`src/verilog/nn_settings.svh`:
```
`ifndef NN_SETTINGS_SVH
`define NN_SETTINGS_SVH

// one node sees this many activations, each with its own weight.
// the adder tree in neuron_node is laid out for exactly ten.
`define NN_INPUTS 10

// nodes in one layer. All of them share the same input vector.
`define NN_NODES 4

`endif

```
`src/verilog/fp_pkg.sv`:
```
`default_nettype none

package fp_pkg;

	// raw single-precision word as it moves through the datapath.
	typedef logic [31:0] fp32_t;

	typedef logic [7:0] fp_exp_t;  // biased by 127.
	typedef logic [22:0] fp_man_t; // hidden one not stored.

	// the same 32 bits with the fields named, msb first.
	typedef struct packed {
		logic sign;
		fp_exp_t exp;
		fp_man_t man;
	} fp_fields_t;

endpackage

`default_nettype wire

```
`src/verilog/nn_pkg.sv`:
```
`default_nettype none

`include "nn_settings.svh"

package nn_pkg;
	import fp_pkg::*;

	typedef logic [$clog2(`NN_INPUTS)-1:0] in_idx_t; // input slot within a node.
	typedef logic [$clog2(`NN_NODES)-1:0] node_idx_t;

	// element i is activation (or weight) i of a node.
	typedef fp32_t [`NN_INPUTS-1:0] act_vec_t;

	// element n is the ReLU output of node n.
	typedef fp32_t [`NN_NODES-1:0] layer_out_t;

	// a single weight update, applied on the strobe edge.
	typedef struct packed {
		node_idx_t node;
		in_idx_t idx;
		fp32_t data;
	} weight_wr_t;

endpackage

`default_nettype wire

```
`src/verilog/weight_regs.sv`:
```
`timescale 1ns/1ps
`default_nettype none

`include "nn_settings.svh"

module weight_regs import nn_pkg::*; (
	input logic clk,
	input logic rst_n,
	input logic wt_we,
	input weight_wr_t wt_wr,
	output act_vec_t [`NN_NODES-1:0] node_weights
);

	logic wr_ok;

	// slots 10 to 15 of the index do not exist and are dropped.
	assign wr_ok = wt_we && (wt_wr.idx < `NN_INPUTS);

	always_ff @(posedge clk)
	begin
		if (!rst_n)
			node_weights <= '0; // an unloaded layer outputs zeros.
		else if (wr_ok)
			node_weights[wt_wr.node][wt_wr.idx] <= wt_wr.data;
	end

endmodule

`default_nettype wire
```
`config.mk`:
```
export PLATFORM = sky130hd
export DESIGN_NAME = weight_regs
export DESIGN_NICKNAME = d
export VERILOG_FILES = /design/src/verilog/fp_pkg.sv /design/src/verilog/nn_pkg.sv /design/src/verilog/weight_regs.sv
export VERILOG_INCLUDE_DIRS = /design/src /design/src/verilog
export SDC_FILE = /design/constraint.sdc
export NUM_CORES = 2
export LEC_CHECK = 0
export ABC_AREA = 1
export CORE_AREA = 2 2 510 512
export DETAILED_ROUTE_END_ITERATION = 10
export DIE_AREA = 0 0 512 514
export DONT_BUFFER_PORTS = 1
export GPL_ROUTABILITY_DRIVEN = 0
export HOLD_SLACK_MARGIN = 0.02
export SLEW_MARGIN = 20
export SYNTH_ARGS = -nofsm -noshare
export SYNTH_HDL_FRONTEND = slang
export SYNTH_SLANG_ARGS = --single-unit
```
`constraint.sdc`:
```
create_clock -name clk -period 1.9 [get_ports clk]
set_input_delay 0.38 -clock clk [delete_from_list [all_inputs] [get_ports clk]]
set_output_delay 0.38 -clock clk [all_outputs]
set_load 0.01 [all_outputs]
```
Word level (Yosys, flattened, before mapping):

Index checks and enable logic that the tools add are counted.

* reductions and logical operators: 3
* order comparisons: 5
* multiplexer cells: 5

Operators with widths (number)
* $bwmux 1280: 1
* $demux 320 s2: 1
* $mux 320: 1
* $demux 32 s4: 1
* $mux 32: 1
* $lt 4x5->1 const B: 1
* $ge 4x1->1 const B: 1
* $lt 4x4->1 const B: 1
* $logic_and 1x1->1: 3
* $lt 2x3->1 const B: 1
* $ge 2x1->1 const B: 1

* bits in registers: 1280
* input bits: 41
* output and inout port bits: 1280
* word-level logic and storage cells: 53

Longest topological paths before layout:

* depth after elaboration: 7
* mapped depth: 9
* gate-level depth less buffers: 7

Worst setup path after synthesis:

Ideal clock, no wire load.

* path kind: input to register
* from: input wt_wr[34] (netlist bit)
* to: register node_weights[333] (netlist bit)
* cell stages on the path: 9
* data required time: 1.787 ns
* path buffers: 3
* arrival time: 1.511 ns
* library setup time: 0.113 ns
* path slack: 0.277 ns
* path through: nor2_1 nor2_1 nor2_1 buf_2 clkbuf_1 clkbuf_1 nand3_1 nand2_1 nor2_1

* word-level cells in the longest chain between the ends: 7
* elaborated cells on any way between the ends: 10
* classes of those cells: 3 x order compare; 5 x mux; 2 x reduce/logical

Ends and longest elaborated chain
* from (decl): line weight_regs.sv:10 `input weight_wr_t wt_wr,`
* $lt 4x5->1 (not written as such) / $ge 4x1->1 (equally long branches): line weight_regs.sv:24 `node_weights[wt_wr.node][wt_wr.idx] <= wt_wr.data;`
* $logic_and 1x1->1 (not written as such): line weight_regs.sv:24
* $mux 32 (not written as such): line weight_regs.sv:24
* $demux 32 s4: line weight_regs.sv:24
* $mux 320 (not written as such): line weight_regs.sv:24
* $demux 320 s2: line weight_regs.sv:24
* $bwmux 1280: line weight_regs.sv:24
* to (signal, indexed assignment): line weight_regs.sv:24
* to (decl): line weight_regs.sv:11 `` output act_vec_t [`NN_NODES-1:0] node_weights ``

Parallel ways exist; a longest one is shown, timed or not.
A chain may end at the register's enable or synchronous reset.

Worst setup path in the final report:

* from: register node_weights[415] (netlist bit)
* to: output node_weights[415] (netlist bit)

No word-level cell between the ends.

==> results.py <==
metrics = {
    "status": {
        "outcome": "complete, no violations",
    },
    "floorplanning": {
        "die_area_sq_um": 263000,
        "die_w_um": 512,
        "start_util": 0.194,
        "core_sq_um": 258000,
        "fp-row-count": 187,
        "io_pins": 1321,
        "dieHeight_um": 514,
    },
    "drt": {
        "vias_per_cell": 4.54,
        "drt_first_pass_iters": 9,
        "via_count": 48300,
        "post_drt_wl_per_cell_um": 23.5,
        "drtAntennaViolNets": 0,
        "wl_mm": 251,
        "drc_errors": 0,
        "drt_iter0_drc": 5289,
    },
    "logic_synthesis": {
        "avgSynthCellArea_sq_um": 6.89,
        "yosys_register_bits": 1280,
        "synth.net_count": 7302,
        "yosysWarningCount": 0,
        "yosysSeqAreaShare": 0.512,
        "synthesis.area_sq_um": 50100,
        "synth_cells": 7261,
        "post_synth_num_cell_types": 11,
    },
    "critical_path": {
        "crit_type": "reg2out",
        "r2r_start": "node_weights[415]",
        "critPathLaunch": "node_weights[415]",
        "rrSetupSlack_ns": 1.02,
        "reg2reg_depth": 2,
        "cp_max_fo": 2,
        "cp.arrival_ns": 1.38,
        "worstSetupEndpointType": "primary output",
        "required_ns": 1.52,
        "worstSetupStartpointType": "register",
        "endpoint": "node_weights[415]",
        "reg2reg_to": "node_weights[415]",
        "cp.depth": 0,
    },
    "timing": {
        "period_share": 0.924,
        "skew_ns": 0,
        "slew_violations": 0,
        "rsz0062_at_grt": "false",
        "finalHoldViolCount": 0,
        "final-setup-viol-count": 0,
        "clock.fmax_mhz": 570,
        "fin_ws_ns": 0.145,
        "relSlewSlack": 0.255,
        "tightestPinTransition_ns": 1.12,
        "fin_crit_ns": 1.76,
    },
    "clocking": {
        "cts_tree": "yes",
        "cts_root_buffer": "clkbuf_16",
        "clock-sinks": 1280,
        "cts_made_buffers": 151,
        "htree_num_levels": 4,
        "cts.reportedPaths.clkPinSlew_ns": 0.06,
        "clk_latency_ns": 0.78,
        "cts_buffer_depth": 4,
    },
    "global_routing": {
        "grt_pass1_vias": 42400,
        "overflow": 0,
        "antenna_found_initial": 24,
        "grt_pass1_wl_mm": 335,
        "grt_usage": 0.176,
        "grt_max_degree": 291,
    },
    "min_path": {
        "hold_class": "in2reg",
    },
    "power_and_ir_drop": {
        "p_per_area_nw_per_um2": 997,
        "leakage_nw": 23.8,
        "peakVddDrop_mv": 0.633,
    },
    "finish": {
        "fin_area_sq_um": 62400,
        "largest_register_ffs": 1280,
        "mostFrequentLayoutCells": "nor2_1 (2573), nand2_1 (1314), nand3_1 (1302), dfxtp_1 (1272), clkbuf_16 (156)",
        "layout_commonest_cell": "nor2_1",
        "nets": 7174,
        "syn2layout_area_growth_pct": 24.7,
        "top_regs": "node_weights x1280",
        "largest-register": "node_weights",
        "fillers": 28500,
        "final_util": 0.242,
        "drive_above_1_share": 0.0889,
    },
    "run": {
        "maxCapViolCount": 0,
    },
    "placement": {
        "dpl-instance-area_sq_um": 56100,
        "place_hpwl_mm": 152,
        "preCtsSetupSlack_ns": -0.798,
        "numPortBuffers": 0,
    },
}
-- cell usage after synthesis --
cell type | number | share of area
nor2_1 | 2647 | 0.20
nand2_1 | 1315 | 0.099
nand3_1 | 1302 | 0.13
dfxtp_1 | 1280 | 0.51
clkbuf_1 | 305 | 0.023
buf_2 | 280 | 0.028
buf_1 | 76 | 0.0057
inv_1 | 49 | 0.0037
clkinv_1 | 3 | 0.00022
nor2_2 | 3 | 0.00037
o21ai_1 | 1 | 0.00010
-- how the worst min path moves through the flow --
stage / startpoint / endpoint / slack (ns) / cells past startpoint
final: wt_wr[35] / node_weights[1087] / 0.08 / 5
after global routing: wt_wr[17] / node_weights[305] / 0.04 / 5
after CTS: wt_wr[30] / node_weights[1150] / 0.02 / 5
after detailed placement: node_weights[823] / node_weights[823] / 0.52 / 2
after global placement: node_weights[75] / node_weights[75] / 0.52 / 2
after floorplan: node_weights[1152] / node_weights[1152] / 0.51 / 2
-- stage by stage --
step                      hold WS [ns]  power, W  cells  setup TNS (ns)
after CTS                       0.0209    0.0626  10600               0
after detailed placement         0.520    0.0319  10300         -441.61
after global placement           0.517    0.0319  10300         -444.49
after global routing            0.0362    0.0639  10600               0
after floorplan                  0.508    0.0299   7261               0
final                           0.0768    0.0622  10700               0
-- final cells by class --
| type | count | area, sq um | share of cell area |
|---|---|---|---|
| tap | 3402 | 4260 | 0.0682 |
| clock inverter | 43 | 641 | 0.0103 |
| sequential | 1280 | 25600 | 0.411 |
| clock buffer | 220 | 4460 | 0.0715 |
| antenna | 11 | 27.5 | 0.000441 |
| timing repair buffer | 380 | 5260 | 0.0843 |
| multi-input combinational | 5268 | 21900 | 0.350 |
| inverter | 52 | 270 | 0.00433 |
-- report_power, final --
| part | switching [W] | total (W) | internal, W |
|---|---|---|---|
| combinational | 0.00326 | 0.00451 | 0.00124 |
| sequential | 0.000202 | 0.0272 | 0.0270 |
| clock | 0.0123 | 0.0306 | 0.0182 |
| total | 0.0158 | 0.0622 | 0.0464 |
-- per-layer routing --
layer / routed length (um) / GRT usage / vias up / share of wire
met5: 0 / 0 / - / 0
met4: 15300 / 0.0987 / 0 / 0.061
met3: 29700 / 0.0684 / 646 / 0.12
met2: 111000 / 0.279 / 2671 / 0.44
met1: 94400 / 0.203 / 22600 / 0.38
li1: - / - / 22400 / -
-- cell families (layout without fill, tap and decap cells) --
logic type,Yosys count,after routing,synth area share
AOI/OAI and AO/OA,1,1,0.0000999
and+or+nand+nor,5267,5267,0.428
buffers and inverters,713,695,0.0605
other,0,11,0
DFF,1280,1280,0.512
-- repair_timing --
item,in CTS,in global routing
hold endpoints to repair,256,7
endpoints found under the setup margin,8,186
buffers inserted,0,0
gates resized for setup,8,1
cloned,0,2
hold buffers,78,13
(Power assumes the default switching activity.)
